[src/hw/wasm_core_settings.svh]
`ifndef WASM_CORE_SETTINGS_SVH
`define WASM_CORE_SETTINGS_SVH

// Program memory address width, 256 bytes
`define WASM_PROG_ADDR_W 8

// Operand stack index width, 8 entries
`define WASM_STACK_DEPTH_W 3

// Bytes per instruction fetch, opcode plus immediate
`define WASM_FETCH_BYTES 10

`endif
[src/hw/wasm_pkg.sv]
`include "wasm_core_settings.svh"

package wasm_pkg;

  typedef logic [`WASM_PROG_ADDR_W-1:0] prog_addr_t;
  typedef logic [7:0] prog_byte_t;

  // Opcode byte sits in the top byte
  typedef logic [`WASM_FETCH_BYTES*8-1:0] fetch_window_t;

  // Window with the opcode byte removed
  typedef logic [(`WASM_FETCH_BYTES-1)*8-1:0] leb_bytes_t;

  typedef logic [1:0] val_tag_t;
  localparam val_tag_t TAG_I32 = 2'd0;
  localparam val_tag_t TAG_I64 = 2'd1;
  localparam val_tag_t TAG_F32 = 2'd2;
  localparam val_tag_t TAG_F64 = 2'd3;

  typedef logic [63:0] value_t;
  typedef logic [65:0] stack_entry_t;
  typedef logic [`WASM_STACK_DEPTH_W:0] stack_count_t;
  typedef logic [3:0] leb_len_t;

  // Standard WebAssembly encodings
  typedef logic [7:0] opcode_t;
  localparam opcode_t OP_UNREACHABLE = 8'h00;
  localparam opcode_t OP_NOP         = 8'h01;
  localparam opcode_t OP_END         = 8'h0b;
  localparam opcode_t OP_DROP        = 8'h1a;
  localparam opcode_t OP_SELECT      = 8'h1b;
  localparam opcode_t OP_I32_CONST   = 8'h41;
  localparam opcode_t OP_I64_CONST   = 8'h42;
  localparam opcode_t OP_I32_EQZ     = 8'h45;
  localparam opcode_t OP_I32_EQ      = 8'h46;
  localparam opcode_t OP_I32_NE      = 8'h47;
  localparam opcode_t OP_I64_EQZ     = 8'h50;
  localparam opcode_t OP_I64_EQ      = 8'h51;
  localparam opcode_t OP_I64_NE      = 8'h52;
  localparam opcode_t OP_I32_ADD     = 8'h6a;
  localparam opcode_t OP_I32_SUB     = 8'h6b;
  localparam opcode_t OP_I64_ADD     = 8'h7c;
  localparam opcode_t OP_I64_SUB     = 8'h7d;

  typedef logic [3:0] trap_t;
  localparam trap_t TRAP_NONE           = 4'd0;
  localparam trap_t TRAP_ENDED          = 4'd1;
  localparam trap_t TRAP_UNREACHABLE    = 4'd2;
  localparam trap_t TRAP_TYPE_MISMATCH  = 4'd3;
  localparam trap_t TRAP_STACK_EMPTY    = 4'd4;
  localparam trap_t TRAP_STACK_FULL     = 4'd5;
  localparam trap_t TRAP_UNKNOWN_OPCODE = 4'd6;

  // Pop-and-replace drops entries first, then overwrites the new top
  typedef logic [2:0] stack_op_t;
  localparam stack_op_t SOP_NONE         = 3'd0;
  localparam stack_op_t SOP_PUSH         = 3'd1;
  localparam stack_op_t SOP_POP          = 3'd2;
  localparam stack_op_t SOP_REPLACE      = 3'd3;
  localparam stack_op_t SOP_POP1_REPLACE = 3'd4;
  localparam stack_op_t SOP_POP2_REPLACE = 3'd5;

  typedef enum logic [1:0] {
    STEP_FETCH,
    STEP_WAIT,
    STEP_EXEC,
    STEP_HALT
  } exec_step_e;

endpackage

[src/hw/leb128_decoder.sv]
`include "wasm_core_settings.svh"

module leb128_decoder (
  input  wasm_pkg::leb_bytes_t bytes,
  output wasm_pkg::value_t     value,
  output wasm_pkg::leb_len_t   len
);

  import wasm_pkg::*;

  localparam int NB = `WASM_FETCH_BYTES - 1;

  value_t     acc;
  logic       found;
  logic       sign;
  logic [6:0] ext_pos;
  prog_byte_t grp;

  always_comb begin
    acc     = '0;
    found   = 1'b0;
    sign    = 1'b0;
    ext_pos = '0;
    grp     = '0;
    // Unterminated encodings count as the full ten bytes
    len     = leb_len_t'(10);
    for (int i = 0; i < NB; i++) begin
      grp = bytes[(NB-1-i)*8 +: 8];
      if (!found) begin
        acc[7*i +: 7] = grp[6:0];
        if (!grp[7]) begin
          found   = 1'b1;
          sign    = grp[6];
          ext_pos = 7'(7 * (i + 1));
          len     = leb_len_t'(i + 1);
        end
      end
    end
  end

  // Sign bit of the last group fills everything above it
  assign value = (found && sign) ? (acc | (~64'd0 << ext_pos)) : acc;

endmodule

[config.mk]
export PLATFORM = sky130hd
export DESIGN_NAME = leb128_decoder
export DESIGN_NICKNAME = d
export VERILOG_FILES = /design/src/hw/wasm_pkg.sv /design/src/hw/leb128_decoder.sv
export VERILOG_INCLUDE_DIRS = /design/src /design/src/hw
export SDC_FILE = /design/constraint.sdc
export NUM_CORES = 1
export LEC_CHECK = 0
export BUFFER_PORTS_ARGS = -buffer_cell sky130_fd_sc_hd__clkbuf_2
export CELL_PAD_IN_SITES_DETAIL_PLACEMENT = 1
export CELL_PAD_IN_SITES_GLOBAL_PLACEMENT = 1
export CORE_UTILIZATION = 19
export DETAILED_ROUTE_END_ITERATION = 12
export PLACE_DENSITY = 0.87
export SETUP_SLACK_MARGIN = 0.5
export SYNTH_ARGS = -nofsm -noshare
export SYNTH_HDL_FRONTEND = slang
export SYNTH_SLANG_ARGS = --single-unit
[constraint.sdc]
create_clock -name vclk -period 1.5
set_clock_uncertainty 0.1 [all_clocks]
set_input_delay 0.075 -clock vclk [all_inputs]
set_output_delay 0.075 -clock vclk [all_outputs]
set_load 0.02 [all_outputs]
==> summary.md <==
| Metric | Value |
|---|---|
| Total wire length | `7.67 mm` |
| CP Capture Type | `output pin` |
| Synthesized area per cell | `5.93 µm²` |
| Layout area overhead | `219%` |
| Slew Limit Fails | `0` |
| Seq Cell Count | `0` |
| Mapped Area | `1110 µm²` |
| Vias in the first global route | `2267` |
| Max Fanout on Critical Path | `7` |
| Endpoints failing setup | `28` |
| Dpl cell area | `2330 µm²` |
| GRT Total Usage | `0.217` |
| Status | `complete, but fails checks` |
| Hpwl dp | `4.88 mm` |
| Post-synth top area cell | `nand2_1` |
| Antenna diodes | `0` |
| Register area | `0 µm²` |
| Peak VDD IR | `202 µV` |
| Initial DRC Count | `53` |
| Final Hold Violating Endpoints | `0` |
| Ys Warns | `0` |
| Max_slew headroom | `0.666` |
| Die height | `78.4 µm` |
| Seq/Total Area, Yosys | `0` |
| Largest net degree at the start of global routing | `13` |
| Initial antenna violation count | `0` |
| Top post-synthesis cells by area | `nand2_1, a21o_1, buf_2, a21oi_1, clkbuf_1` |
| Post-synthesis cell count | `187` |
| Unrepaired setup endpoints after global routing | `true` |
| Wire length of the first global-routing pass | `10.9 mm` |
| Chip Width | `78.4 µm` |
| Clock buf count | `0` |
| Startpoint types | `input port` |
| Util after Layout | `0.635` |
| I/O Pins | `140` |
| DR pass1 iterations | `4` |
| Syn nets | `259` |
| Initial Utilization | `0.199` |
| Grt ovf | `0` |
| Most common cell after layout, fill and taps aside | `clkbuf_2` |
| Hold WS | `0.0500 ns` |
| Tmin final | `1.62 ns` |
| Die Area | `6150 µm²` |
| Design area | `3540 µm²` |
| CP Class | `in -> out` |
| Cell variety after synth | `48` |
| Core ar. | `5570 µm²` |
| Slew @ Worst Pin | `0.494 ns` |
| Share of post-route cells with drive strength above 1 | `0.775` |
| Hold Crit Class | `in -> out` |
| Final worst-path cycle share | `1.08` |
| Final worst slack | `-0.121 ns` |
| Commonest non-fill, non-tap cells in the layout | `clkbuf_2, buf_4, buf_8` |
| Pwr dens | `418 nW/µm²` |
| Vias after detailed routing | `2167` |
| Vias per cell | `5.06` |
| Min-Delay Endpoint | `value[4]` |
| Failing checks | `negative setup slack` |
| CTS Hold Bufs | `0` |
| # port buffers | `128` |
| DRC | `0` |
| FILL cells | `611` |
| WL/cell | `17.9 µm` |
| GP Congestion | `0.822` |
| Crit path DAT | `1.45 ns` |
| Max_cap viols | `0` |
| Row count | `27` |
| Synth top area share | `0.196` |
| Post-DRT Antenna Nets | `0` |
| Nets | `430` |
| Hold path cells | `0` |
| Worst Path Required | `1.32 ns` |
| Fmax | `617 MHz` |
| Origin of the worst min-delay path | `bytes[68]` |
| Static Leak | `1.70 nW` |
through the flow:
| step | power, mW | setup slack [ns] | instances | TNS (ns) |
|---|---|---|---|---|
| after CTS | 1.29 | -0.103 | 418 | -0.557 |
| after floorplan | 0.614 | 0.0402 | 187 | 0 |
| final | 1.48 | -0.121 | 428 | -1.75 |
| after detailed placement | 0.951 | -0.188 | 407 | -2.75 |
| after global placement | 0.929 | -0.137 | 407 | -1.85 |
| after global routing | 1.55 | -0.183 | 428 | -3.21 |
worst max-delay path, cell delays in order:
cell       delay (ns)
clkbuf_16        0.12
nand4_4          0.15
nor3_4           0.31
buf_6            0.15
o211ai_4         0.10
buf_12           0.16
a21oi_2          0.11
o21ai_1          0.10
buf_4            0.17
metal layers:
| layer | global-route usage | routed length (µm) | up-vias | part of all wire |
|---|---|---|---|---|
| met2 | 0.438 | 4250 | 113 | 0.55 |
| li1 | - | - | 996 | - |
| met3 | 0.0360 | 562 | 15 | 0.073 |
| met1 | 0.230 | 2690 | 1043 | 0.35 |
| met5 | 0 | 0 | - | 0 |
| met4 | 0.0519 | 171 | 0 | 0.022 |
synthesized netlist by cell type, types with 2 or more instances:
library cell	count
mux2i_1	2
nand2b_1	5
a21oi_1	9
o32ai_1	2
a21o_1	23
o211ai_1	3
and2_1	2
buf_2	10
inv_1	2
o21ai_0	3
o21ai_1	6
nand3_1	4
nor3_1	2
nand2_1	58
and3b_1	2
a211oi_1	2
nor2b_1	2
o21a_1	2
a31oi_1	3
nor2_1	6
nor3_4	2
a21oi_2	2
clkbuf_1	10
repair_timing:
item                       CTS  global route
setup buffers                9            10
pin swaps                   23            22
gates cloned                 2             0
setup endpoints to repair   61            61
resized for setup          162           107
power breakdown:
part           switching, mW  total [mW]  internal [mW]
Clock                      0           0              0
Sequential                 0           0              0
Combinational          0.698        1.48          0.782
kinds of logic (layout without fill, tap and decap cells):
kind of cell	after synthesis	count (layout)	synth area share
simple gates	95	95	0.435
compound gates	64	64	0.431
buf+inv	25	194	0.106
mux	3	3	0.0282
layout make-up:
type | instances | area (µm²) | area share
well taps | 72 | 90.1 | 0.0254
repair buffers | 191 | 1880 | 0.532
inverters | 3 | 18.8 | 0.00530
multi-input cells | 162 | 1550 | 0.438
how the worst max path moves through the flow:
stage                     slack (ns)  cells past startpoint        end  startpoint
after floorplan                 0.04                      7  value[49]   bytes[47]
after global placement         -0.14                      8  value[56]   bytes[39]
after detailed placement       -0.19                      8  value[56]   bytes[39]
after CTS                      -0.10                      8  value[49]   bytes[71]
after global routing           -0.18                      9  value[54]   bytes[63]
final                          -0.12                      9  value[53]   bytes[63]
No activity file was read; power rests on OpenSTA's default activity.
