**src/hw/wasm_core_settings.svh**
```systemverilog
`ifndef WASM_CORE_SETTINGS_SVH
`define WASM_CORE_SETTINGS_SVH

// Program memory address width, 256 bytes
`define WASM_PROG_ADDR_W 8

// Operand stack index width, 8 entries
`define WASM_STACK_DEPTH_W 3

// Bytes per instruction fetch, opcode plus immediate
`define WASM_FETCH_BYTES 10

`endif
```
**src/hw/wasm_pkg.sv**
```systemverilog
`include "wasm_core_settings.svh"

package wasm_pkg;

  typedef logic [`WASM_PROG_ADDR_W-1:0] prog_addr_t;
  typedef logic [7:0] prog_byte_t;

  // Opcode byte sits in the top byte
  typedef logic [`WASM_FETCH_BYTES*8-1:0] fetch_window_t;

  // Window with the opcode byte removed
  typedef logic [(`WASM_FETCH_BYTES-1)*8-1:0] leb_bytes_t;

  typedef logic [1:0] val_tag_t;
  localparam val_tag_t TAG_I32 = 2'd0;
  localparam val_tag_t TAG_I64 = 2'd1;
  localparam val_tag_t TAG_F32 = 2'd2;
  localparam val_tag_t TAG_F64 = 2'd3;

  typedef logic [63:0] value_t;
  typedef logic [65:0] stack_entry_t;
  typedef logic [`WASM_STACK_DEPTH_W:0] stack_count_t;
  typedef logic [3:0] leb_len_t;

  // Standard WebAssembly encodings
  typedef logic [7:0] opcode_t;
  localparam opcode_t OP_UNREACHABLE = 8'h00;
  localparam opcode_t OP_NOP         = 8'h01;
  localparam opcode_t OP_END         = 8'h0b;
  localparam opcode_t OP_DROP        = 8'h1a;
  localparam opcode_t OP_SELECT      = 8'h1b;
  localparam opcode_t OP_I32_CONST   = 8'h41;
  localparam opcode_t OP_I64_CONST   = 8'h42;
  localparam opcode_t OP_I32_EQZ     = 8'h45;
  localparam opcode_t OP_I32_EQ      = 8'h46;
  localparam opcode_t OP_I32_NE      = 8'h47;
  localparam opcode_t OP_I64_EQZ     = 8'h50;
  localparam opcode_t OP_I64_EQ      = 8'h51;
  localparam opcode_t OP_I64_NE      = 8'h52;
  localparam opcode_t OP_I32_ADD     = 8'h6a;
  localparam opcode_t OP_I32_SUB     = 8'h6b;
  localparam opcode_t OP_I64_ADD     = 8'h7c;
  localparam opcode_t OP_I64_SUB     = 8'h7d;

  typedef logic [3:0] trap_t;
  localparam trap_t TRAP_NONE           = 4'd0;
  localparam trap_t TRAP_ENDED          = 4'd1;
  localparam trap_t TRAP_UNREACHABLE    = 4'd2;
  localparam trap_t TRAP_TYPE_MISMATCH  = 4'd3;
  localparam trap_t TRAP_STACK_EMPTY    = 4'd4;
  localparam trap_t TRAP_STACK_FULL     = 4'd5;
  localparam trap_t TRAP_UNKNOWN_OPCODE = 4'd6;

  // Pop-and-replace drops entries first, then overwrites the new top
  typedef logic [2:0] stack_op_t;
  localparam stack_op_t SOP_NONE         = 3'd0;
  localparam stack_op_t SOP_PUSH         = 3'd1;
  localparam stack_op_t SOP_POP          = 3'd2;
  localparam stack_op_t SOP_REPLACE      = 3'd3;
  localparam stack_op_t SOP_POP1_REPLACE = 3'd4;
  localparam stack_op_t SOP_POP2_REPLACE = 3'd5;

  typedef enum logic [1:0] {
    STEP_FETCH,
    STEP_WAIT,
    STEP_EXEC,
    STEP_HALT
  } exec_step_e;

endpackage

```
**src/hw/value_alu.sv**
```systemverilog
module value_alu (
  input  wasm_pkg::opcode_t      opcode,
  input  wasm_pkg::stack_entry_t tos,
  input  wasm_pkg::stack_entry_t nos,
  input  wasm_pkg::stack_entry_t third,
  output wasm_pkg::stack_entry_t alu_entry,
  output logic                  alu_type_ok
);

  import wasm_pkg::*;

  val_tag_t tos_tag;
  val_tag_t nos_tag;
  val_tag_t third_tag;
  value_t   tos_val;
  value_t   nos_val;

  assign {tos_tag, tos_val} = tos;
  assign {nos_tag, nos_val} = nos;

  // Only the tag of the third entry takes part in the type check
  assign third_tag = third[$bits(stack_entry_t)-1 -: $bits(val_tag_t)];

  // Operands as nos (first pushed) and tos (second pushed)
  always_comb begin
    alu_type_ok = 1'b1;
    alu_entry   = tos;
    case (opcode)
      OP_I32_EQZ: begin
        alu_type_ok = tos_tag == TAG_I32;
        alu_entry   = {TAG_I32, value_t'(tos_val[31:0] == 32'd0)};
      end
      OP_I64_EQZ: begin
        alu_type_ok = tos_tag == TAG_I64;
        alu_entry   = {TAG_I32, value_t'(tos_val == 64'd0)};
      end
      OP_I32_EQ, OP_I32_NE: begin
        alu_type_ok = (nos_tag == TAG_I32) && (tos_tag == TAG_I32);
        alu_entry   = {TAG_I32, value_t'((nos_val[31:0] == tos_val[31:0]) ==
                                         (opcode == OP_I32_EQ))};
      end
      OP_I64_EQ, OP_I64_NE: begin
        alu_type_ok = (nos_tag == TAG_I64) && (tos_tag == TAG_I64);
        alu_entry   = {TAG_I32, value_t'((nos_val == tos_val) == (opcode == OP_I64_EQ))};
      end
      OP_I32_ADD, OP_I32_SUB: begin
        alu_type_ok = (nos_tag == TAG_I32) && (tos_tag == TAG_I32);
        alu_entry   = {TAG_I32, 32'd0, (opcode == OP_I32_ADD) ?
                       nos_val[31:0] + tos_val[31:0] : nos_val[31:0] - tos_val[31:0]};
      end
      OP_I64_ADD, OP_I64_SUB: begin
        alu_type_ok = (nos_tag == TAG_I64) && (tos_tag == TAG_I64);
        alu_entry   = {TAG_I64, (opcode == OP_I64_ADD) ?
                       nos_val + tos_val : nos_val - tos_val};
      end
      OP_SELECT: begin
        // Condition on top, the two candidates below it
        alu_type_ok = (tos_tag == TAG_I32) && (nos_tag == third_tag);
        alu_entry   = (tos_val[31:0] != 32'd0) ? third : nos;
      end
      default: ;
    endcase
  end

endmodule

```
**config.mk**
```make
export PLATFORM = sky130hd
export DESIGN_NAME = value_alu
export DESIGN_NICKNAME = d
export VERILOG_FILES = /design/src/hw/wasm_pkg.sv /design/src/hw/value_alu.sv
export VERILOG_INCLUDE_DIRS = /design/src /design/src/hw
export SDC_FILE = /design/constraint.sdc
export NUM_CORES = 1
export LEC_CHECK = 0
export ABC_CLOCK_PERIOD_IN_PS = 7100
export BUFFER_PORTS_ARGS = -buffer_cell sky130_fd_sc_hd__buf_2
export CAP_MARGIN = 20
export CORE_MARGIN = 2
export CORE_UTILIZATION = 55
export DETAILED_ROUTE_END_ITERATION = 16
export GPL_ROUTABILITY_DRIVEN = 0
export GPL_TIMING_DRIVEN = 1
export PLACE_DENSITY = 0.86
export SETUP_SLACK_MARGIN = 0.5
export SYNTH_ARGS = -nofsm -noshare
export SYNTH_HDL_FRONTEND = slang
export SYNTH_SLANG_ARGS = --single-unit
```
**constraint.sdc**
```tcl
create_clock -name vclk -period 7.1
set_clock_uncertainty 0.15 [all_clocks]
set_input_delay 1.42 -clock vclk [all_inputs]
set_output_delay 1.42 -clock vclk [all_outputs]
set_load 0.005 [all_outputs]
```
==> flow_summary.yaml <==
pwr:
  pwr-share-clk: 0
  ir_drop_mv: 0.0388
  p_leak_nw: 5.05
  power.switching_uw: 589
  p_total_uw: 940
  internal-power_uw: 352
  powerDensity_nw_per_um2: 81.3
  p_comb_frac: 1.000
  switching_share: 0.626
  power_frac_seq: 0
run_status:
  status: "finished, final reports clean"
synth:
  syn_nets: 1862
  syn_inst: 1527
  synth_area_leaders: "ha_1, a21oi_1, mux2i_1, nor2_1, xnor2_1"
  avgSynthCellArea_sq_um: 6.45
  syn_area_sq_um: 9850
  ys_seq_area_frac: 0
  yosysTopAreaCell: "ha_1"
  synth_cell_types: 80
  yosys.area.top_type_share: 0.161
  yosysWarnings: 0
  synth_common_cells: "a21oi_1, nor2_1, ha_1, inv_1, nand2_1"
  yosysMostFrequentCell: "a21oi_1"
layout:
  seq_cells: 0
  n_clock_buffer: 0
  seq_area_sq_um: 0
  area_growth_pct: 17.4
  layout.nets: 2061
  fin_area_sq_um: 11600
  drive_gt1_frac: 0.212
  postLayoutCoreUtil: 0.664
  fillers: 1539
drt:
  vias: 13500
  ant_nets: 0
  totalWireLength_microns: 39100
  drt_iter0_markers: 2235
  routedWlPerCell_microns: 20.1
  via_per_inst: 6.91
  first_pass_iters: 8
  drc: 0
sta:
  timing.final.hold_violations: 0
  period_needed_ps: 6570
  fmax_mhz: 152
  tightest_slew_ps: 1080
  rsz0062_at_grt: "yes"
  setup_slack_ps: 535
  fin_setup_tns_ps: 0
  setup_violations: 0
  min_period_over_period: 0.925
  slew_headroom: 0.272
  drv_slew: 0
floorplan:
  die-area_sq_um: 19000
  core_sq_um: 17400
  dieHeight_microns: 138
  rows: 48
  ios: 273
  floorplan.initialDensity: 0.566
  die_w_microns: 138
place:
  port_buffers: 273
  place_area_sq_um: 11300
  hpwl_microns: 30900
  pre_cts_slack_ps: 477
critical_path:
  critPathCapture: "alu_entry[60]"
  critPathLaunchType: "input pin"
  required_ps: 5530
  slowest_stage: "a2111oi_0"
  worstPathCellList: "buf_2, inv_1, ha_1, a21oi_1, o21ai_0, a21oi_1, o221ai_1, o21ba_2, o21ai_4, a211oi_2, o22ai_2, a2111oi_0, a211oi_1, xnor2_1, o221ai_1, buf_2"
  critPathLaunch: "tos[15]"
  crit_arrival_ps: 5000
  worstSetupEndpointType: "output port"
  worstSetupPathType: "input pin to output port"
  crit_fanout: 8
  max_stage_delay_ps: 440
hold_path:
  hold_class: "input pin to output port"
grt:
  grt_util_all_layers: 0.380
  grt_max_degree: 69
  overflow: 0
  grt_pass1_vias: 12000
  grt_pass1_wl_microns: 59100
  antenna_found_initial: 1
cts:
  hold_buffers: 0
run:
  max-cap-violations: 0
-- critical path: cells and delay by family --
family / cells / cell delay [ps]
xor gates and xnor gates: 1 / 230
buffers and inverters: 3 / 350
AOI/OAI and AO/OA: 11 / 2570
adders and majority gates: 1 / 420
-- power groups by stage --
stage | combinational, mW | sequential [mW] | clock, mW
after floorplan | 0.589 | 0 | 0
after global placement | 0.851 | 0 | 0
after detailed placement | 0.864 | 0 | 0
after CTS | 0.872 | 0 | 0
after global routing | 1.00 | 0 | 0.0000000189
final | 0.940 | 0 | 0.0000000189
-- worst min path at each step --
stage / start / depth (start not counted) / slack (ps) / endpoint
after floorplan: tos[65] / 1 / 2750 / alu_type_ok
after global placement: tos[65] / 3 / 2970 / alu_type_ok
after detailed placement: tos[65] / 3 / 2970 / alu_type_ok
after CTS: tos[65] / 3 / 2970 / alu_type_ok
after global routing: tos[65] / 3 / 2990 / alu_type_ok
final: tos[65] / 3 / 2980 / alu_type_ok
-- metrics by stage --
step | std cells | hold WS [ps]
floorplan | 1527 | 2750
global placement | 1946 | 2970
detailed placement | 1946 | 2970
CTS | 1946 | 2970
global route | 1950 | 2990
finish | 1950 | 2980
-- cell usage in the layout, fill, tap and decap left out, types with 43 or more instances in the layout --
cell type | Yosys | routed
mux2i_1 | 73 | 73
buf_2 | 23 | 273
a21oi_1 | 196 | 189
inv_1 | 125 | 124
xnor2_1 | 60 | 60
ha_1 | 127 | 117
o21ai_0 | 82 | 82
nor2_1 | 144 | 143
o221ai_1 | 43 | 43
nand2_1 | 108 | 107
-- layout make-up --
type,count,area [sq um],area share
multi-input combinational,1304,9270,0.802
timing repair buffer,291,1530,0.132
inverter,129,484,0.0419
tap,225,282,0.0243
antenna,1,2.50,0.000216
-- timing repair --
item,in CTS,in global routing
pin swaps,0,7
setup endpoints to repair,3,24
cloned,0,0
resized for setup,4,51
endpoints found under the hold margin,0,0
buffers inserted,0,3
-- routing by layer --
layer,vias to the layer above,GRT usage,part of all wire
met5,-,0,0
met4,0,0.165,0.052
met3,239,0.0736,0.13
met2,1119,0.610,0.44
met1,6018,0.494,0.38
li1,6099,-,-
-- cells by family (layout without fill, tap and decap cells) --
logic type	Yosys count	count (layout)	share of synthesized area
AND/OR/NAND/NOR	454	454	0.222
adder cells (fa/ha/maj)	129	129	0.165
multiplexers	74	74	0.0753
buffers and inverters	223	420	0.0884
other	0	1	0
AO/OA/AOI/OAI	584	584	0.393
XOR/XNOR	63	63	0.0560
Power figures use the tool's default switching activity.
