===== src/hw/wasm_core_settings.svh =====
`ifndef WASM_CORE_SETTINGS_SVH
`define WASM_CORE_SETTINGS_SVH

// Program memory address width, 256 bytes
`define WASM_PROG_ADDR_W 8

// Operand stack index width, 8 entries
`define WASM_STACK_DEPTH_W 3

// Bytes per instruction fetch, opcode plus immediate
`define WASM_FETCH_BYTES 10

`endif

===== src/hw/wasm_pkg.sv =====
`include "wasm_core_settings.svh"

package wasm_pkg;

  typedef logic [`WASM_PROG_ADDR_W-1:0] prog_addr_t;
  typedef logic [7:0] prog_byte_t;

  // Opcode byte sits in the top byte
  typedef logic [`WASM_FETCH_BYTES*8-1:0] fetch_window_t;

  // Window with the opcode byte removed
  typedef logic [(`WASM_FETCH_BYTES-1)*8-1:0] leb_bytes_t;

  typedef logic [1:0] val_tag_t;
  localparam val_tag_t TAG_I32 = 2'd0;
  localparam val_tag_t TAG_I64 = 2'd1;
  localparam val_tag_t TAG_F32 = 2'd2;
  localparam val_tag_t TAG_F64 = 2'd3;

  typedef logic [63:0] value_t;
  typedef logic [65:0] stack_entry_t;
  typedef logic [`WASM_STACK_DEPTH_W:0] stack_count_t;
  typedef logic [3:0] leb_len_t;

  // Standard WebAssembly encodings
  typedef logic [7:0] opcode_t;
  localparam opcode_t OP_UNREACHABLE = 8'h00;
  localparam opcode_t OP_NOP         = 8'h01;
  localparam opcode_t OP_END         = 8'h0b;
  localparam opcode_t OP_DROP        = 8'h1a;
  localparam opcode_t OP_SELECT      = 8'h1b;
  localparam opcode_t OP_I32_CONST   = 8'h41;
  localparam opcode_t OP_I64_CONST   = 8'h42;
  localparam opcode_t OP_I32_EQZ     = 8'h45;
  localparam opcode_t OP_I32_EQ      = 8'h46;
  localparam opcode_t OP_I32_NE      = 8'h47;
  localparam opcode_t OP_I64_EQZ     = 8'h50;
  localparam opcode_t OP_I64_EQ      = 8'h51;
  localparam opcode_t OP_I64_NE      = 8'h52;
  localparam opcode_t OP_I32_ADD     = 8'h6a;
  localparam opcode_t OP_I32_SUB     = 8'h6b;
  localparam opcode_t OP_I64_ADD     = 8'h7c;
  localparam opcode_t OP_I64_SUB     = 8'h7d;

  typedef logic [3:0] trap_t;
  localparam trap_t TRAP_NONE           = 4'd0;
  localparam trap_t TRAP_ENDED          = 4'd1;
  localparam trap_t TRAP_UNREACHABLE    = 4'd2;
  localparam trap_t TRAP_TYPE_MISMATCH  = 4'd3;
  localparam trap_t TRAP_STACK_EMPTY    = 4'd4;
  localparam trap_t TRAP_STACK_FULL     = 4'd5;
  localparam trap_t TRAP_UNKNOWN_OPCODE = 4'd6;

  // Pop-and-replace drops entries first, then overwrites the new top
  typedef logic [2:0] stack_op_t;
  localparam stack_op_t SOP_NONE         = 3'd0;
  localparam stack_op_t SOP_PUSH         = 3'd1;
  localparam stack_op_t SOP_POP          = 3'd2;
  localparam stack_op_t SOP_REPLACE      = 3'd3;
  localparam stack_op_t SOP_POP1_REPLACE = 3'd4;
  localparam stack_op_t SOP_POP2_REPLACE = 3'd5;

  typedef enum logic [1:0] {
    STEP_FETCH,
    STEP_WAIT,
    STEP_EXEC,
    STEP_HALT
  } exec_step_e;

endpackage


===== src/hw/exec_control.sv =====
`include "wasm_core_settings.svh"

module exec_control (
  input  logic                   clk,
  input  logic                   reset,
  input  wasm_pkg::prog_addr_t    entry_pc,
  input  wasm_pkg::fetch_window_t fetch_window,
  input  wasm_pkg::value_t        imm_value,
  input  wasm_pkg::leb_len_t      imm_len,
  input  wasm_pkg::stack_count_t  count,
  input  wasm_pkg::stack_entry_t  alu_entry,
  input  logic                   alu_type_ok,
  output logic                   fetch_en,
  output wasm_pkg::prog_addr_t    fetch_addr,
  output wasm_pkg::opcode_t       opcode,
  output wasm_pkg::stack_op_t     stack_op,
  output wasm_pkg::stack_entry_t  push_entry,
  output wasm_pkg::trap_t         trap
);

  import wasm_pkg::*;

  localparam stack_count_t FULL_COUNT = stack_count_t'(1 << `WASM_STACK_DEPTH_W);

  exec_step_e   step;
  prog_addr_t   pc;
  prog_addr_t   pc_step;
  stack_count_t need;
  logic         grows;
  logic         uses_alu;
  logic         known;
  stack_op_t    dec_op;
  stack_entry_t const_entry;
  trap_t        exec_trap;

  assign opcode = fetch_window[$bits(fetch_window_t)-1 -: 8];

  // Operand needs and stack command per opcode
  always_comb begin
    need     = '0;
    grows    = 1'b0;
    uses_alu = 1'b0;
    known    = 1'b1;
    dec_op   = SOP_NONE;
    case (opcode)
      OP_UNREACHABLE, OP_NOP, OP_END: ;
      OP_DROP: begin
        need   = stack_count_t'(1);
        dec_op = SOP_POP;
      end
      OP_SELECT: begin
        need     = stack_count_t'(3);
        uses_alu = 1'b1;
        dec_op   = SOP_POP2_REPLACE;
      end
      OP_I32_CONST, OP_I64_CONST: begin
        grows  = 1'b1;
        dec_op = SOP_PUSH;
      end
      OP_I32_EQZ, OP_I64_EQZ: begin
        need     = stack_count_t'(1);
        uses_alu = 1'b1;
        dec_op   = SOP_REPLACE;
      end
      OP_I32_EQ, OP_I32_NE, OP_I64_EQ, OP_I64_NE,
      OP_I32_ADD, OP_I32_SUB, OP_I64_ADD, OP_I64_SUB: begin
        need     = stack_count_t'(2);
        uses_alu = 1'b1;
        dec_op   = SOP_POP1_REPLACE;
      end
      default: known = 1'b0;
    endcase
  end

  // Empty before full before type mismatch
  always_comb begin
    if (!known) begin
      exec_trap = TRAP_UNKNOWN_OPCODE;
    end else if (opcode == OP_UNREACHABLE) begin
      exec_trap = TRAP_UNREACHABLE;
    end else if (opcode == OP_END) begin
      exec_trap = TRAP_ENDED;
    end else if (count < need) begin
      exec_trap = TRAP_STACK_EMPTY;
    end else if (grows && count == FULL_COUNT) begin
      exec_trap = TRAP_STACK_FULL;
    end else if (uses_alu && !alu_type_ok) begin
      exec_trap = TRAP_TYPE_MISMATCH;
    end else begin
      exec_trap = TRAP_NONE;
    end
  end

  // i32 constants keep only the low word
  assign const_entry = (opcode == OP_I64_CONST) ? {TAG_I64, imm_value} :
                                                  {TAG_I32, 32'd0, imm_value[31:0]};

  assign pc_step = grows ? prog_addr_t'(imm_len) + prog_addr_t'(1) : prog_addr_t'(1);

  always_ff @(posedge clk) begin
    if (reset) begin
      step     <= STEP_FETCH;
      pc       <= entry_pc;
      trap     <= TRAP_NONE;
      fetch_en <= 1'b0;
      stack_op <= SOP_NONE;
    end else begin
      fetch_en <= 1'b0;
      stack_op <= SOP_NONE;
      case (step)
        STEP_FETCH: begin
          fetch_en <= 1'b1;
          step     <= STEP_WAIT;
        end
        STEP_WAIT: step <= STEP_EXEC;
        STEP_EXEC: begin
          if (exec_trap != TRAP_NONE) begin
            trap <= exec_trap;
            step <= STEP_HALT;
          end else begin
            stack_op <= dec_op;
            pc       <= pc + pc_step;
            step     <= STEP_FETCH;
          end
        end
        default: ;
      endcase
    end
  end

  always_ff @(posedge clk) begin
    if (step == STEP_FETCH) begin
      fetch_addr <= pc;
    end
    if (step == STEP_EXEC) begin
      push_entry <= grows ? const_entry : alu_entry;
    end
  end

  a_trap_held: assert property (@(posedge clk) disable iff (reset)
    step == STEP_HALT |=> $stable(trap));

endmodule


===== config.mk =====
export PLATFORM = sky130hd
export DESIGN_NAME = exec_control
export DESIGN_NICKNAME = d
export VERILOG_FILES = /design/src/hw/wasm_pkg.sv /design/src/hw/exec_control.sv
export VERILOG_INCLUDE_DIRS = /design/src /design/src/hw
export SDC_FILE = /design/constraint.sdc
export NUM_CORES = 1
export LEC_CHECK = 0
export ABC_CLOCK_PERIOD_IN_PS = 4400
export BUFFER_PORTS_ARGS = -buffer_cell sky130_fd_sc_hd__buf_2
export CAP_MARGIN = 20
export CORE_MARGIN = 4
export CORE_UTILIZATION = 30
export DETAILED_ROUTE_END_ITERATION = 10
export MAX_ROUTING_LAYER = met4
export SYNTH_ARGS = -nofsm -noshare
export SYNTH_HDL_FRONTEND = slang
export SYNTH_SLANG_ARGS = --single-unit

===== constraint.sdc =====
create_clock -name clk -period 4.4 [get_ports clk]
set_clock_uncertainty 0.15 [all_clocks]
set_input_delay 0.22 -clock clk [delete_from_list [all_inputs] [get_ports clk]]
set_output_delay 0.22 -clock clk [all_outputs]
set_load 0.01 [all_outputs]

==> qor.yml <==
clk_pin_slew_worst_paths_ns: 0.07
synth-simple-area-share_pct: 18.0
grt_setup_unrepaired: "no"
antenna_found_initial: 0
ys_async_sr_fraction_pct: 0
status: "finished, final reports clean"
clk_latency_ns: 0.33
muxShareOfSynthArea_pct: 0.730
design_area_sq_um: 6420
layout_setup_ws_ns: 1.48
yosys_warnings: 0
cts_setup_buffers: 0
cts_buffers: 9
placed_cell_area_sq_um: 5790
routabilityCongestion: 0.834
syn_inst: 394
hold_path_class: "primary input to register"
synthAdderAreaFrac_pct: 3.54
layout_common_cells: "buf_2 (245), nand2_1 (112), edfxtp_1 (82)"
place_inst: 795
synth_area_sq_um: 4460
totalPowerFinal_mw: 2.12
worstSetupStartpointType: "primary input"
fmax_ghz: 0.342
ios: 319
drt_iter0_drc: 173
setup-tns-final_ns: 0
cp.required_ns: 4.34
drv_cap: 0
die_y_um: 130
hold_buffers: 31
drc_errors: 0
cts-root-buf: "clkbuf_16"
endpoint_kind: "register"
n_antenna_cell: 0
power_frac_comb_pct: 15.3
firstDrtPassIters: 7
grt_pass1_wl_mm: 19.0
place_worst_setup_slack_ns: 1.11
path_class: "primary input to register"
die-area_sq_um: 16900
setup_viol: 0
dp_hpwl_mm: 9.76
post-route-util_pct: 44.2
layoutNonFillerInstCount: 843
synth-seq-area-share_pct: 59.3
grt_usage_pct: 15.0
p_sw_share_pct: 23.9
max_slew_margin_pct: 38.3
syn-num-nets: 635
synth_xor_area_share_pct: 1.57
period_minus_slack_ns: 2.92
holdWs_ns: 0.0136
tightestPinTransition_ns: 0.925
grt_max_degree: 69
wl_per_cell_um: 15.5
cellPowerDensity_nw_per_um2: 331
finalCritPeriodShare_pct: 66.4
finalHoldViolations: 0
synth_compound_area_share_pct: 12.3
ys_types: 53
seqPwrFrac_pct: 49.1
num_rows: 44
cts.sinks: 91
slew_violations: 0
critPathMaxFanout: 28
syn_to_final_growth_pct: 44.0
ir_drop_mv: 0.148
ctsResizeCount: 0
power_switching_uw: 509
wl_mm: 13.1
final_common_cell: "buf_2"
ant_nets: 0
synth_seq_cells: 91
vias: 3879
grt_overflow: 0
fp.coreArea_sq_um: 14500
clockBufferDepth: 2
grt_pass1_vias: 3768
cts_tree: "built"
die_x_um: 130
p_int_mw: 1.62
start_util_pct: 30.7
synth_flop_cell: "edfxtp_1"
p_leak_nw: 2.90
synth_edf_count: 82
synth_top_family_by_area: "simple AND/OR/NAND/NOR gates"
cp.arrival_ns: 2.86
syn_area_per_cell_sq_um: 11.3
finalNetCount: 896
viasPerCell: 4.60
io_buffers: 245
pwr-share-clk_pct: 35.6
h-tree-depth: 3
drive_gt1_share_pct: 42.9
## flip-flops by register name, indices dropped and copies added (netlist names)
register and flops:
push_entry 66, fetch_addr 8, pc 8, stack_op 3, trap 3, step 2, fetch_en 1
## power by group through the flow
| stage | Sequential (mW) | Combinational [mW] | Clock [mW] |
|---|---|---|---|
| after detailed placement | 1.06 | 0.306 | 0 |
| final | 1.04 | 0.326 | 0.756 |
| after global placement | 1.06 | 0.301 | 0 |
| after floorplan | 1.09 | 0.126 | 0 |
| after CTS | 1.04 | 0.330 | 0.787 |
| after global routing | 1.05 | 0.360 | 0.820 |
## cell type report
class / count / area (sq um)
multi-input combinational: 261 / 1630
sequential: 91 / 2640
timing repair buffer: 282 / 1590
clock inverter: 6 / 66.3
tap: 184 / 230
fill: 1371 / 8110
clock buffer: 9 / 225
inverter: 10 / 37.5
## metal layers
layer  GRT usage, %  vias to the layer above  wire (um)
met3           2.70                       16        976
li1               -                     1929          -
met5              -                        -          0
met2           24.8                      167       6230
met4           4.71                        0        199
met1           18.9                     1767       5680
## worst paths after layout
| path | start | to | slack, ns | cells past startpoint |
|---|---|---|---|---|
| min | alu_entry[4] | push_entry[4] | 0.01 | 3 |
| min reg2reg | pc[0] | fetch_addr[0] | 0.32 | 0 |
| max | fetch_window[78] | pc[6] | 1.48 | 13 |
| max reg2reg | pc[0] | pc[6] | 1.98 | 10 |
## worst max-delay path: stages
cell	delay [ns]
buf_2	0.18
nor3b_2	0.31
and3_1	0.24
buf_4	0.30
nand2_1	0.15
fa_1	0.44
inv_1	0.07
a21oi_1	0.05
o21ai_0	0.22
and2_1	0.19
o21ai_0	0.10
xnor2_1	0.14
mux2_2	0.26
## cells in the mapped netlist, drive strengths merged (3+ instances only)
master | instances | share of area, %
nand2 | 113 | 9.5
edfxtp | 82 | 55
a22o | 32 | 6.3
buf | 17 | 2.5
clkbuf | 15 | 1.3
o21ai | 13 | 1.5
ha | 11 | 3.1
inv | 10 | 0.84
dfxtp | 9 | 4.0
nor2 | 9 | 0.76
a21o | 5 | 0.90
a21oi | 5 | 0.56
and2 | 5 | 0.73
and3 | 5 | 0.70
nand3 | 5 | 0.56
nor2b | 5 | 0.70
nor3 | 5 | 0.67
and3b | 4 | 0.81
nor3b | 4 | 0.79
xnor2 | 4 | 0.79
xor2 | 4 | 0.79
nand2b | 3 | 0.42
o211ai | 3 | 0.73
## kinds of logic (layout without fill, tap and decap cells)
family / after synthesis / in the layout
buffers and inverters: 42 / 307
other: 1 / 1
muxes: 3 / 3
DFF: 91 / 91
AOI/OAI and AO/OA: 70 / 70
and+or+nand+nor: 167 / 167
adders and majority gates: 12 / 12
xor gates and xnor gates: 8 / 8
(Power assumes the default switching activity.)
