File: config.mk
export PLATFORM = sky130hd
export DESIGN_NAME = operand_stack
export DESIGN_NICKNAME = d
export VERILOG_FILES = /design/src/hw/wasm_pkg.sv /design/src/hw/operand_stack.sv
export VERILOG_INCLUDE_DIRS = /design/src /design/src/hw
export SDC_FILE = /design/constraint.sdc
export NUM_CORES = 1
export LEC_CHECK = 0
export BUFFER_PORTS_ARGS = -buffer_cell sky130_fd_sc_hd__buf_2
export CORE_MARGIN = 1
export CORE_UTILIZATION = 65
export DETAILED_ROUTE_END_ITERATION = 8
export PLACE_DENSITY = 0.86
export SETUP_SLACK_MARGIN = 0.3
export SLEW_MARGIN = 5
export SYNTH_ARGS = -nofsm -noshare
export SYNTH_HDL_FRONTEND = slang
export SYNTH_SLANG_ARGS = --single-unit
File: constraint.sdc
create_clock -name clk -period 13.9 [get_ports clk]
set_input_delay 2.78 -clock clk [delete_from_list [all_inputs] [get_ports clk]]
set_output_delay 2.78 -clock clk [all_outputs]
set_load 0.05 [all_outputs]
File: src/hw/wasm_core_settings.svh
`ifndef WASM_CORE_SETTINGS_SVH
`define WASM_CORE_SETTINGS_SVH

// Program memory address width, 256 bytes
`define WASM_PROG_ADDR_W 8

// Operand stack index width, 8 entries
`define WASM_STACK_DEPTH_W 3

// Bytes per instruction fetch, opcode plus immediate
`define WASM_FETCH_BYTES 10

`endif
File: src/hw/wasm_pkg.sv
`include "wasm_core_settings.svh"

package wasm_pkg;

  typedef logic [`WASM_PROG_ADDR_W-1:0] prog_addr_t;
  typedef logic [7:0] prog_byte_t;

  // Opcode byte sits in the top byte
  typedef logic [`WASM_FETCH_BYTES*8-1:0] fetch_window_t;

  // Window with the opcode byte removed
  typedef logic [(`WASM_FETCH_BYTES-1)*8-1:0] leb_bytes_t;

  typedef logic [1:0] val_tag_t;
  localparam val_tag_t TAG_I32 = 2'd0;
  localparam val_tag_t TAG_I64 = 2'd1;
  localparam val_tag_t TAG_F32 = 2'd2;
  localparam val_tag_t TAG_F64 = 2'd3;

  typedef logic [63:0] value_t;
  typedef logic [65:0] stack_entry_t;
  typedef logic [`WASM_STACK_DEPTH_W:0] stack_count_t;
  typedef logic [3:0] leb_len_t;

  // Standard WebAssembly encodings
  typedef logic [7:0] opcode_t;
  localparam opcode_t OP_UNREACHABLE = 8'h00;
  localparam opcode_t OP_NOP         = 8'h01;
  localparam opcode_t OP_END         = 8'h0b;
  localparam opcode_t OP_DROP        = 8'h1a;
  localparam opcode_t OP_SELECT      = 8'h1b;
  localparam opcode_t OP_I32_CONST   = 8'h41;
  localparam opcode_t OP_I64_CONST   = 8'h42;
  localparam opcode_t OP_I32_EQZ     = 8'h45;
  localparam opcode_t OP_I32_EQ      = 8'h46;
  localparam opcode_t OP_I32_NE      = 8'h47;
  localparam opcode_t OP_I64_EQZ     = 8'h50;
  localparam opcode_t OP_I64_EQ      = 8'h51;
  localparam opcode_t OP_I64_NE      = 8'h52;
  localparam opcode_t OP_I32_ADD     = 8'h6a;
  localparam opcode_t OP_I32_SUB     = 8'h6b;
  localparam opcode_t OP_I64_ADD     = 8'h7c;
  localparam opcode_t OP_I64_SUB     = 8'h7d;

  typedef logic [3:0] trap_t;
  localparam trap_t TRAP_NONE           = 4'd0;
  localparam trap_t TRAP_ENDED          = 4'd1;
  localparam trap_t TRAP_UNREACHABLE    = 4'd2;
  localparam trap_t TRAP_TYPE_MISMATCH  = 4'd3;
  localparam trap_t TRAP_STACK_EMPTY    = 4'd4;
  localparam trap_t TRAP_STACK_FULL     = 4'd5;
  localparam trap_t TRAP_UNKNOWN_OPCODE = 4'd6;

  // Pop-and-replace drops entries first, then overwrites the new top
  typedef logic [2:0] stack_op_t;
  localparam stack_op_t SOP_NONE         = 3'd0;
  localparam stack_op_t SOP_PUSH         = 3'd1;
  localparam stack_op_t SOP_POP          = 3'd2;
  localparam stack_op_t SOP_REPLACE      = 3'd3;
  localparam stack_op_t SOP_POP1_REPLACE = 3'd4;
  localparam stack_op_t SOP_POP2_REPLACE = 3'd5;

  typedef enum logic [1:0] {
    STEP_FETCH,
    STEP_WAIT,
    STEP_EXEC,
    STEP_HALT
  } exec_step_e;

endpackage

File: src/hw/operand_stack.sv
`include "wasm_core_settings.svh"

module operand_stack (
  input  logic                  clk,
  input  logic                  reset,
  input  wasm_pkg::stack_op_t    op,
  input  wasm_pkg::stack_entry_t push_entry,
  output wasm_pkg::stack_entry_t tos,
  output wasm_pkg::stack_entry_t nos,
  output wasm_pkg::stack_entry_t third,
  output wasm_pkg::stack_count_t count
);

  import wasm_pkg::*;

  localparam int DW = `WASM_STACK_DEPTH_W;
  localparam int DEPTH = 1 << DW;

  stack_entry_t entries [DEPTH];

  logic [DW-1:0] idx1;
  logic [DW-1:0] idx2;
  logic [DW-1:0] idx3;
  logic [DW-1:0] idx_push;
  stack_count_t  need;

  // Slots of the top three entries, wrapping harmlessly when shallow
  assign idx_push = count[DW-1:0];
  assign idx1     = count[DW-1:0] - DW'(1);
  assign idx2     = count[DW-1:0] - DW'(2);
  assign idx3     = count[DW-1:0] - DW'(3);

  assign tos   = (count >= stack_count_t'(1)) ? entries[idx1] : '0;
  assign nos   = (count >= stack_count_t'(2)) ? entries[idx2] : '0;
  assign third = (count >= stack_count_t'(3)) ? entries[idx3] : '0;

  always_ff @(posedge clk) begin
    if (reset) begin
      count <= '0;
    end else begin
      case (op)
        SOP_PUSH:         count <= count + stack_count_t'(1);
        SOP_POP:          count <= count - stack_count_t'(1);
        SOP_POP1_REPLACE: count <= count - stack_count_t'(1);
        SOP_POP2_REPLACE: count <= count - stack_count_t'(2);
        default:          count <= count;
      endcase
    end
  end

  always_ff @(posedge clk) begin
    case (op)
      SOP_PUSH:         entries[idx_push] <= push_entry;
      SOP_REPLACE:      entries[idx1] <= push_entry;
      SOP_POP1_REPLACE: entries[idx2] <= push_entry;
      SOP_POP2_REPLACE: entries[idx3] <= push_entry;
      default:          ;
    endcase
  end

  // Entries each command consumes or overwrites
  always_comb begin
    case (op)
      SOP_POP, SOP_REPLACE: need = stack_count_t'(1);
      SOP_POP1_REPLACE:     need = stack_count_t'(2);
      SOP_POP2_REPLACE:     need = stack_count_t'(3);
      default:              need = '0;
    endcase
  end

  // Controller must have checked room and depth before issuing
  a_push_not_full: assert property (@(posedge clk) disable iff (reset)
    op == SOP_PUSH |-> count < stack_count_t'(DEPTH));

  a_enough_entries: assert property (@(posedge clk) disable iff (reset)
    need <= count);

endmodule

==> out/summary.log, run 1 <==
qor: run_status.outcome finished clean
qor: clocking.clkTransAtPathRegs 0.07 ns
qor: worst_hold_path.worstHoldPathType flip-flop to flip-flop
qor: timing.setup_repair_after_global_routing_missed_its_margin no
qor: setup_path.worstSetupStartpointType flip-flop
qor: synthesis.synth_adder_area_share 0.00301
qor: floorplan.dieWidth 213 um
qor: setup_path.timing_worst_setup_path_type flip-flop to primary output
qor: setup_path.setup.worst_path.end_class primary output
qor: pwr.internal_power 3.48 mW
qor: floorplan.starting_density_of_the_core 0.659
qor: clocking.clock_insertion_delay_worst_skew 0.61 ns
qor: synthesis.syn_avg_cell_area 17.0 sq um
qor: global_routing.track_usage 0.342
qor: pwr.power.share.switching 0.395
qor: clocking.tritoncts yes
qor: synthesis.synth_seq_cells 532
qor: global_routing.grt_antenna_before_repair 12
qor: place.post_dp_hpwl 42600 um
qor: route.drt_iter0_markers 2454
qor: clocking.cts_num_sinks 532
qor: synthesis.synth.cell_area 29100 sq um
qor: floorplan.ios 273
qor: pwr.power.static_leakage 10.9 nW
qor: timing.worst-slew-pin-transition 1.25 ns
qor: global_routing.grt_remaining_overflow 0
qor: setup_path.critical-path-top-delay-family buffers and inverters
qor: timing.max_clock_freq 0.128 GHz
qor: setup_path.worstPathCellList inv_2 > ha_4 > buf_4 > mux4_2 > nand2_1 > a21oi_1 > buf_2
qor: synthesis.yosysUniqueCellTypes 46
qor: pwr.p_sw 2.28 mW
qor: route.wl_per_cell 29.8 um
qor: pwr.power.share.sequential 0.337
qor: synthesis.synth-xor-area-share 0.00331
qor: synthesis.compound_gate_fraction_of_synth_area 0.0288
qor: setup_path.largest_fanout_on_the_critical_path 71
qor: setup_path.slowest_stage_cell_crit_path sky130_fd_sc_hd__dfxtp_4
qor: synthesis.synthSimpleGateAreaFrac 0.0533
qor: global_routing.grt_max_degree 153
qor: final_layout.layout_common_cells 528 x sky130_fd_sc_hd__edfxtp_1, 396 x sky130_fd_sc_hd__mux4_2, 272 x sky130_fd_sc_hd__buf_2
qor: global_routing.wire_length_of_the_first_global_routing_pass 112000 um
qor: final_layout.area_growth 11.5%
qor: global_routing.first_global_vias 18600
qor: place.numPortBuffers 272
qor: timing.clock-skew-final 0.0204 ns
qor: floorplan.fp.dieH 213 um
qor: clocking.numCtsBuffers 53
qor: clocking.cts.repair.resized 0
qor: synthesis.synth_top_family_by_area multiplexers
qor: synthesis.synth_seq_area_share 0.548
qor: setup_path.timing.critical_path.slowest_cell_delay 1.14 ns
qor: pwr.power.share.combinational 0.412
qor: route.vias_per_cell 7.24
qor: run.cap_viol_max_count 0
qor: final_layout.postLayoutCoreUtil 0.734
qor: route.routed-via-count 18500
qor: timing.timing.max_slew.rel_slack 0.169
qor: clocking.cts.htree.levels 2
qor: route.ant_nets 0
qor: timing.post_route_setup_tns 0 ns
qor: final_layout.num-nets-final 1994
qor: clocking.ctsRootBufferMaster sky130_fd_sc_hd__clkbuf_16
qor: route.post-route-drc-count 0
qor: setup_path.worstPathBufferInverterCount 3
qor: timing.layout_worst_path_cycle_share 0.563
qor: timing.timing.final.setup_violations 0
qor: floorplan.design.die.area 45600 sq um
qor: pwr.power.density 178 nW/um^2
qor: synthesis.yosysWarnings 0
qor: timing.period_minus_slack 7.83 ns
qor: timing.timing_hold_violations_final 0
qor: final_layout.layout_commonest_cell sky130_fd_sc_hd__edfxtp_1
qor: synthesis.synth.net_count 1785
qor: place.gpl.final_weighted_congestion 0.797
qor: pwr.vdd.ir_drop.worst 0.139 mV
qor: final_layout.drive_above_1_share 0.407
qor: route.drt_first_pass_iters 7
qor: setup_path.cp_data_arrival_time 5.05 ns
qor: synthesis.synthCells 1707
qor: route.routed_wl 76400 um
qor: timing.drv_slew 0
qor: clocking.post_cts_hold_buffer_count 0
qor: synthesis.synth_mux_area_frac 0.330
qor: floorplan.std_cell_rows 77
qor: pwr.power_frac_clock 0.251
qor: clocking.clock_path_buffers 3
qor: floorplan.coreArea 44100 sq um
qor: setup_path.rrSetupSlack 8.43 ns
qor: clocking.post_cts.repair.setup_buffers 0
qor: setup_path.cp_data_required_time 11.12 ns
synthesized netlist by cell type (all sizes together):
cell type | n | area share
a2111oi | 1 | 0.00034
a211o | 2 | 0.00060
a211oi | 2 | 0.00052
a21bo | 1 | 0.00034
a21boi | 1 | 0.00026
a21oi | 135 | 0.023
a22oi | 1 | 0.00026
a311o | 1 | 0.00034
a31o | 1 | 0.00030
a31oi | 1 | 0.00022
and2 | 4 | 0.00086
and3b | 2 | 0.00060
buf | 126 | 0.029
clkbuf | 29 | 0.0039
dfxtp | 4 | 0.0028
edfxtp | 528 | 0.55
ha | 7 | 0.0030
inv | 3 | 0.00039
mux2i | 67 | 0.023
mux4 | 396 | 0.31
nand2 | 269 | 0.035
nand2b | 2 | 0.00043
nand3 | 1 | 0.00017
nand3b | 4 | 0.0010
nand4 | 1 | 0.00022
nor2 | 75 | 0.0097
nor2b | 6 | 0.0013
nor3 | 7 | 0.0012
nor3b | 2 | 0.00052
nor4 | 1 | 0.00073
nor4b | 1 | 0.00052
o211ai | 1 | 0.00026
o21a | 1 | 0.00026
o21ai | 6 | 0.0010
o22ai | 1 | 0.00022
o2bb2ai | 1 | 0.00030
o311a | 1 | 0.00034
or3b | 2 | 0.00060
or4b | 2 | 0.00069
xnor2 | 4 | 0.0012
xor2 | 7 | 0.0021
cells by family after synthesis:
kind of cell    after synthesis
compound gates              157
xor+xnor                     11
fa+ha+maj                     7
buf+inv                     158
flops                       532
mux                         463
simple gates                379
worst min-delay path, cell delays in order (launching register included):
cell                       delay, ns
sky130_fd_sc_hd__dfxtp_1        0.45
sky130_fd_sc_hd__nor2_1         0.16
sky130_fd_sc_hd__a211oi_1       0.05
stage by stage:
step | hold slack, ns | setup WS, ns | area (sq um) | power (mW) | std cells
finish | 0.711 | 6.07 | 32400 | 5.76 | 2560
global route | 0.743 | 5.69 | 32400 | 5.94 | 2554
CTS | 0.719 | 6.00 | 32400 | 5.76 | 2551
detailed placement | 0.717 | 6.67 | 30600 | 4.32 | 2453
global placement | 0.696 | 6.83 | 30600 | 4.27 | 2453
floorplan | 0.874 | 6.87 | 29100 | 3.78 | 1707
cell type report:
cell class / instances / area, sq um
diodes: 9 / 22.5
clock buffers: 71 / 1440
multi-input cells: 1017 / 12300
repair buffers: 309 / 1650
inverters: 3 / 11.3
clock inverters: 27 / 300
well taps: 592 / 741
fillers: 2640 / 11700
flip-flops and latches: 532 / 15900
power groups by stage:
stage | combinational, mW | clock [mW] | sequential, mW
floorplan | 1.83 | 0 | 1.94
global placement | 2.32 | 0 | 1.96
detailed placement | 2.35 | 0 | 1.97
CTS | 2.36 | 1.46 | 1.94
global route | 2.47 | 1.51 | 1.95
finish | 2.37 | 1.45 | 1.94
sequential cells by signal (all words and copies together) (netlist names):
signal	flops
count	4
entries	528
worst paths after layout:
path / from / depth (start not counted) / endpoint
max reg2reg: count[0] / 8 / entries[4][28]
min reg2reg: count[3] / 2 / count[3]
min: count[3] / 2 / count[3]
max: count[0] / 7 / third[13]
routing by layer:
layer	part of all wire	vias up	GRT usage
met1	0.33	9340	0.441
met2	0.49	1424	0.553
met3	0.12	306	0.0861
met5	0.0011	-	0
met4	0.047	12	0.164
li1	-	7443	-
Note: power is estimated with default switching activity, not from simulation.
==> run 2: changes to the inputs <==
- CORE_UTILIZATION: 65 -> 60
- PLACE_DENSITY: 0.86 -> 0.81
- clock period: 13.9 -> 7.75 ns (I/O delays scaled with it)
==> run 2 against run 1 <==
Compared with the run above: utilization fell by 5.4 points; first-iteration DRC count decreased by 15%; sequential share of layout area down 0.15 points; design area increased by 0.30%; routed wire length shrank 1.3%; die area rose by 8.3%; register-to-register slack lost 5.2 ns; total power is 79% higher; clock skew shrank 0.0064 ns; sequential power grew 80%; highest routed layer unchanged.
==> out/summary.log, run 2 (synthesis results as in run 1) <==
qor: run_status.outcome finished clean
qor: place.pre_cts_ws 2.03 ns [-4.64 ns]
qor: setup_path.slowest_stage_cell_crit_path sky130_fd_sc_hd__dfxtp_4
qor: place.gpl.final_weighted_congestion 0.816 [+2.4%]
qor: place.post_dp_hpwl 42600 um [about the same]
qor: clocking.clkTransAtPathRegs 0.06 ns [about the same]
qor: pwr.power_frac_clock 0.249 [-0.002]
qor: clocking.ctsRootBufferMaster sky130_fd_sc_hd__clkbuf_16
qor: setup_path.cp_data_arrival_time 4.75 ns [-0.30 ns]
qor: route.routed-via-count 18400 [-0.87%]
qor: route.ant_nets 0 [unchanged]
qor: place.numPortBuffers 272 [unchanged]
qor: timing.setup_slack_after_layout 1.45 ns [-4.62 ns]
qor: route.drt_first_pass_iters 5 [-2]
qor: timing.worst-slew-pin-transition 1.19 ns [-0.0550 ns]
qor: pwr.power.share.sequential 0.338 [about the same]
qor: final_layout.top_register entries
qor: global_routing.first_global_vias 18800 [+0.85%]
qor: clocking.post_cts_hold_buffer_count 0 [unchanged]
qor: pwr.power.static_leakage 10.9 nW [+0.15%]
qor: pwr.power.share.switching 0.396 [+0.000927]
qor: route.drt_iter0_markers 2087 [-15%]
qor: setup_path.timing_worst_setup_path_type flip-flop to primary output
qor: clocking.cts.htree.levels 2 [unchanged]
qor: route.vias_per_cell 7.11 [-1.8%]
qor: timing.clock-skew-final 0.0140 ns [-0.00643 ns]
qor: final_layout.num-nets-final 1994 [unchanged]
qor: setup_path.cp_data_required_time 6.20 ns [-4.92 ns]
qor: pwr.power.density 317 nW/um^2 [+78%]
qor: timing.timing_hold_violations_final 0 [unchanged]
qor: pwr.power.share.combinational 0.413 [about the same]
qor: floorplan.std_cell_rows 80 [+3.9%]
qor: global_routing.grt_remaining_overflow 0 [unchanged]
qor: global_routing.grt_max_degree 173 [+13%]
qor: route.routed_wl 75400 um [-1.3%]
qor: setup_path.setup.worst_path.end_class primary output
qor: final_layout.layout_common_cells 528 x sky130_fd_sc_hd__edfxtp_1, 396 x sky130_fd_sc_hd__mux4_2, 272 x sky130_fd_sc_hd__buf_2
qor: run.cap_viol_max_count 0 [unchanged]
qor: timing.period_minus_slack 6.30 ns
qor: clocking.numCtsBuffers 54 [+1.9%]
qor: global_routing.track_usage 0.311 [-0.0313]
qor: global_routing.grt_antenna_before_repair 13 [+1]
qor: floorplan.ios 273 [unchanged]
qor: timing.post_route_setup_tns 0 ns [unchanged]
qor: pwr.p_sw 4.09 mW [+79%]
qor: timing.layout_worst_path_cycle_share 0.812
qor: final_layout.layout_commonest_cell sky130_fd_sc_hd__edfxtp_1
qor: clocking.post_cts.repair.setup_buffers 0 [unchanged]
qor: timing.max_clock_freq 0.159 GHz
qor: clocking.clock_path_buffers 3 [unchanged]
qor: final_layout.biggestRegsByFlops entries: 528 flops, count: 4 flops
qor: timing.timing.final.setup_violations 0 [unchanged]
qor: pwr.vdd.ir_drop.worst 0.229 mV [+65%]
qor: final_layout.drive_above_1_share 0.410 [+0.00306]
qor: global_routing.wire_length_of_the_first_global_routing_pass 114000 um [+1.6%]
qor: clocking.clock_insertion_delay_worst_skew 0.61 ns [about the same]
qor: worst_hold_path.worstHoldPathType flip-flop to flip-flop
qor: setup_path.largest_fanout_on_the_critical_path 68 [-4.2%]
qor: timing.drv_slew 0 [unchanged]
qor: timing.timing.max_slew.rel_slack 0.206 [+0.0367]
qor: floorplan.fp.dieH 222 um [+4.0%]
qor: route.post-route-drc-count 0 [unchanged]
qor: route.wl_per_cell 29.2 um [-2.2%]
qor: floorplan.design.die.area 49300 sq um [+8.3%]
qor: floorplan.starting_density_of_the_core 0.609 [-0.0500]
qor: setup_path.worstSetupStartpointType flip-flop
qor: pwr.internal_power 6.22 mW [+79%]
qor: floorplan.dieWidth 222 um [+4.0%]
qor: setup_path.worstPathCellList inv_2 > ha_4 > buf_4 > mux4_2 > nand2_1 > a21oi_1 > buf_2
qor: final_layout.area_growth 11.8%
qor: final_layout.largest_reg_flops 528 [unchanged]
qor: setup_path.timing.critical_path.slowest_cell_delay 1.04 ns [-0.10 ns]
qor: clocking.cts.repair.resized 0 [unchanged]
qor: clocking.tritoncts yes
qor: clocking.cts_num_sinks 532 [unchanged]
qor: timing.setup_repair_after_global_routing_missed_its_margin no
qor: floorplan.coreArea 47700 sq um [+8.2%]
## run 2: changes by cell type in the layout (fill, tap and decap cells not counted)
cell	before	now
sky130_fd_sc_hd__clkbuf_16	55	57
sky130_fd_sc_hd__clkinv_4	0	1
sky130_fd_sc_hd__buf_12	1	6
sky130_fd_sc_hd__clkinv_1	11	17
sky130_fd_sc_hd__bufinv_16	7	5
sky130_fd_sc_hd__inv_6	1	0
sky130_fd_sc_hd__buf_4	36	30
sky130_fd_sc_hd__clkbuf_1	16	4
sky130_fd_sc_hd__clkinv_2	8	11
sky130_fd_sc_hd__clkinvlp_4	0	4
## run 2: layout make-up
cell class              count  area, sq um
fillers                  3063        15200
multi-input cells        1017        12300
clock buffers              61         1440
clock inverters            38          308
flip-flops and latches    532        15900
repair buffers            308         1710
well taps                 615          769
diodes                      9         22.5
inverters                   3         11.3
## run 2: routing by layer
layer  up-vias  routed length [um]  track usage
met1      9498               26900        0.420
met3       199                8610       0.0735
li1       7471                   -            -
met5         -                  90            0
met4        14                2420        0.115
met2      1181               37300        0.497
## run 2: critical path: cells and delay by family, from the launching register on
family | cells | cell delay, ns
buffers and inverters | 3 | 1.20
flip-flops | 1 | 1.04
adder cells (fa/ha/maj) | 1 | 1.02
multiplexers | 1 | 0.62
AND/OR/NAND/NOR | 1 | 0.10
AO/OA/AOI/OAI | 1 | 0.09
## run 2: power by group through the flow
stage          clock network, mW  registers (mW)  logic [mW]
3_5_place_dp                   0            3.54        4.23
5_1_grt                     2.69            3.51        4.45
4_1_cts                     2.59            3.49        4.25
2_1_floorplan                  0            3.49        3.29
3_3_place_gp                   0            3.52        4.18
6_report                    2.57            3.49        4.26
## run 2: per-stage QoR
stage	std cells	power, mW	hold slack (ns)	util	instance area [sq um]
after CTS	2574	10.3	0.733	0.680	32500
after global routing	2576	10.6	0.818	0.680	32500
final	2583	10.3	0.728	0.681	32500
after detailed placement	2475	7.78	0.724	0.644	30700
after global placement	2475	7.70	0.722	0.644	30700
after floorplan	1707	6.77	0.874	-	29100
## run 2: worst paths after layout
check	start	to	slack, ns	cells after the start
max	count[0]	third[5]	1.45	7
min	count[3]	count[3]	0.73	2
max reg2reg	count[0]	entries[5][2]	3.20	7
min reg2reg	count[3]	count[3]	0.73	2
==> run 3: changes to the inputs <==
- clock period: 7.75 -> 6.2 ns (I/O delays scaled with it)
==> run 3 against run 2 <==
Compared with the run above: total power grew 29%; first-iteration DRC count is 4.1% lower; combinational power is 27% higher; global-route usage grew 0.32 points; setup slack worse by 0.48 ns; largest power group unchanged; routed wire length increased by 0.75%; critical endpoint is now third[27]; register-to-register slack got worse by 1.5 ns; utilization increased by 0.73 points; via count up 0.80%.
==> out/summary.log, run 3 (synthesis results as in run 1) <==
qor: run_status.outcome finished clean
qor: final_layout.top_register entries
qor: setup_path.largest_fanout_on_the_critical_path 49 [-28%]
qor: clocking.ctsRootBufferMaster sky130_fd_sc_hd__clkbuf_16
qor: setup_path.worstSetupStartpointType flip-flop
qor: timing.timing.max_slew.rel_slack 0.217 [+0.0113]
qor: global_routing.track_usage 0.314 [+0.00315]
qor: setup_path.cp_data_required_time 4.96 ns [-1.24 ns]
qor: final_layout.layout_common_cells 528 x sky130_fd_sc_hd__edfxtp_1, 396 x sky130_fd_sc_hd__mux4_2, 272 x sky130_fd_sc_hd__buf_2
qor: route.routed_wl 75900 um [+0.75%]
qor: final_layout.largest_reg_flops 528 [unchanged]
qor: clocking.numCtsBuffers 54 [unchanged]
qor: place.pre_cts_ws 1.52 ns [-0.507 ns]
qor: timing.timing_hold_violations_final 0 [unchanged]
qor: timing.timing.final.setup_violations 0 [unchanged]
qor: clocking.clkTransAtPathRegs 0.07 ns [about the same]
qor: floorplan.design.die.area 49300 sq um [unchanged]
qor: timing.clock-skew-final 0.0322 ns [+0.0182 ns]
qor: pwr.vdd.ir_drop.worst 0.367 mV [+60%]
qor: run.cap_viol_max_count 0 [unchanged]
qor: setup_path.timing_worst_setup_path_type flip-flop to primary output
qor: clocking.clock_insertion_delay_worst_skew 0.62 ns [about the same]
qor: timing.period_minus_slack 5.22 ns
qor: route.post-route-drc-count 0 [unchanged]
qor: timing.setup_repair_after_global_routing_missed_its_margin no
qor: route.ant_nets 0 [unchanged]
qor: route.drt_iter0_markers 2002 [-4.1%]
qor: setup_path.setup.worst_path.end_class primary output
qor: floorplan.ios 273 [unchanged]
qor: setup_path.cp_data_arrival_time 3.98 ns [-0.77 ns]
qor: timing.worst-slew-pin-transition 1.17 ns [-0.0170 ns]
qor: route.vias_per_cell 7.13 [+0.33%]
qor: final_layout.drive_above_1_share 0.415 [+0.00452]
qor: floorplan.dieWidth 222 um [unchanged]
qor: place.gpl.final_weighted_congestion 0.820 [+0.50%]
qor: clocking.cts_num_sinks 532 [unchanged]
qor: clocking.tritoncts yes
qor: place.numPortBuffers 272 [unchanged]
qor: global_routing.first_global_vias 19100 [+1.5%]
qor: final_layout.postLayoutCoreUtil 0.688 [+0.00731]
qor: pwr.power.static_leakage 11.0 nW [+1.4%]
qor: clocking.clock_path_buffers 3 [unchanged]
qor: timing.setup_slack_after_layout 0.979 ns [-0.476 ns]
qor: floorplan.starting_density_of_the_core 0.609 [unchanged]
qor: global_routing.grt_antenna_before_repair 12 [-1]
qor: pwr.power.density 404 nW/um^2 [+27%]
qor: timing.max_clock_freq 0.192 GHz
qor: floorplan.coreArea 47700 sq um [unchanged]
qor: clocking.cts.repair.resized 0 [unchanged]
qor: clocking.post_cts_hold_buffer_count 0 [unchanged]
qor: global_routing.grt_max_degree 145 [-16%]
qor: place.post_dp_hpwl 43200 um [+1.3%]
qor: clocking.cts.htree.levels 2 [unchanged]
qor: final_layout.num-nets-final 2002 [+0.40%]
qor: floorplan.fp.dieH 222 um [unchanged]
qor: worst_hold_path.worstHoldPathType flip-flop to flip-flop
qor: timing.drv_slew 0 [unchanged]
qor: global_routing.wire_length_of_the_first_global_routing_pass 114000 um [+0.42%]
qor: final_layout.area_growth 13.0%
qor: final_layout.layout.filler_cells 2963 [-3.3%]
qor: route.routed-via-count 18500 [+0.80%]
qor: route.wl_per_cell 29.3 um [+0.28%]
qor: timing.post_route_setup_tns 0 ns [unchanged]
qor: floorplan.std_cell_rows 80 [unchanged]
qor: clocking.post_cts.repair.setup_buffers 0 [unchanged]
qor: timing.layout_worst_path_cycle_share 0.842
qor: global_routing.grt_remaining_overflow 0 [unchanged]
qor: route.drt_first_pass_iters 5 [unchanged]
qor: final_layout.biggestRegsByFlops entries: 528 flops, count: 4 flops
qor: final_layout.layout_commonest_cell sky130_fd_sc_hd__edfxtp_1
## run 3: cell count changes in the layout (fill, tap and decap cells not counted), sizes merged
cell | previous run | this run
buf | 308 | 316
diode | 9 | 11
clkinv | 29 | 23
bufinv | 5 | 13
## run 3: critical path, stage by stage (launching register included)
cell	delay, ns
sky130_fd_sc_hd__dfxtp_4	0.84
sky130_fd_sc_hd__inv_2	0.18
sky130_fd_sc_hd__ha_4	0.90
sky130_fd_sc_hd__buf_4	0.45
sky130_fd_sc_hd__mux4_2	0.56
sky130_fd_sc_hd__nand2_1	0.08
sky130_fd_sc_hd__a21oi_1	0.10
sky130_fd_sc_hd__buf_2	0.26
## run 3: routing by layer
layer / part of all wire / global-route usage / wire length, um
met5: 0.00074 / 0 / 56
met4: 0.031 / 0.132 / 2370
met3: 0.11 / 0.0766 / 8680
met2: 0.50 / 0.508 / 37800
met1: 0.36 / 0.411 / 27000
## run 3: final timing paths
path | to | depth (start not counted) | slack (ns) | from
setup / recovery | third[27] | 7 | 0.98 | count[0]
hold reg to reg | count[3] | 2 | 0.74 | count[3]
hold / removal | count[3] | 2 | 0.74 | count[3]
setup reg to reg | entries[6][11] | 7 | 1.70 | count[2]
## run 3: through the flow
step	power, mW	hold WS [ns]	cells	area [sq um]
floorplan	8.47	0.874	1707	29100
global placement	9.67	0.707	2483	30900
detailed placement	9.77	0.721	2483	30900
CTS	13.3	0.734	2584	32800
global route	13.7	0.791	2587	32800
finish	13.3	0.743	2595	32800
## run 3: report_power, final
group / leakage (nW) / switching [mW] / internal [mW] / total [mW]
clock: 0.937 / 1.38 / 2.16 / 3.54
combinational: 5.27 / 3.65 / 1.76 / 5.41
sequential: 4.83 / 0.142 / 4.19 / 4.33
total: 11.0 / 5.17 / 8.11 / 13.3
## run 3: cell type report
class / instances / area [sq um] / share of cell area
Multi-Input combinational cell: 1017 / 12300 / 0.374
Tap cell: 615 / 769 / 0.0234
Inverter: 3 / 11.3 / 0.000343
Sequential cell: 532 / 15900 / 0.485
Clock buffer: 61 / 1400 / 0.0426
Clock inverter: 40 / 547 / 0.0166
Timing Repair Buffer: 316 / 1850 / 0.0565
Antenna cell: 11 / 27.5 / 0.000838
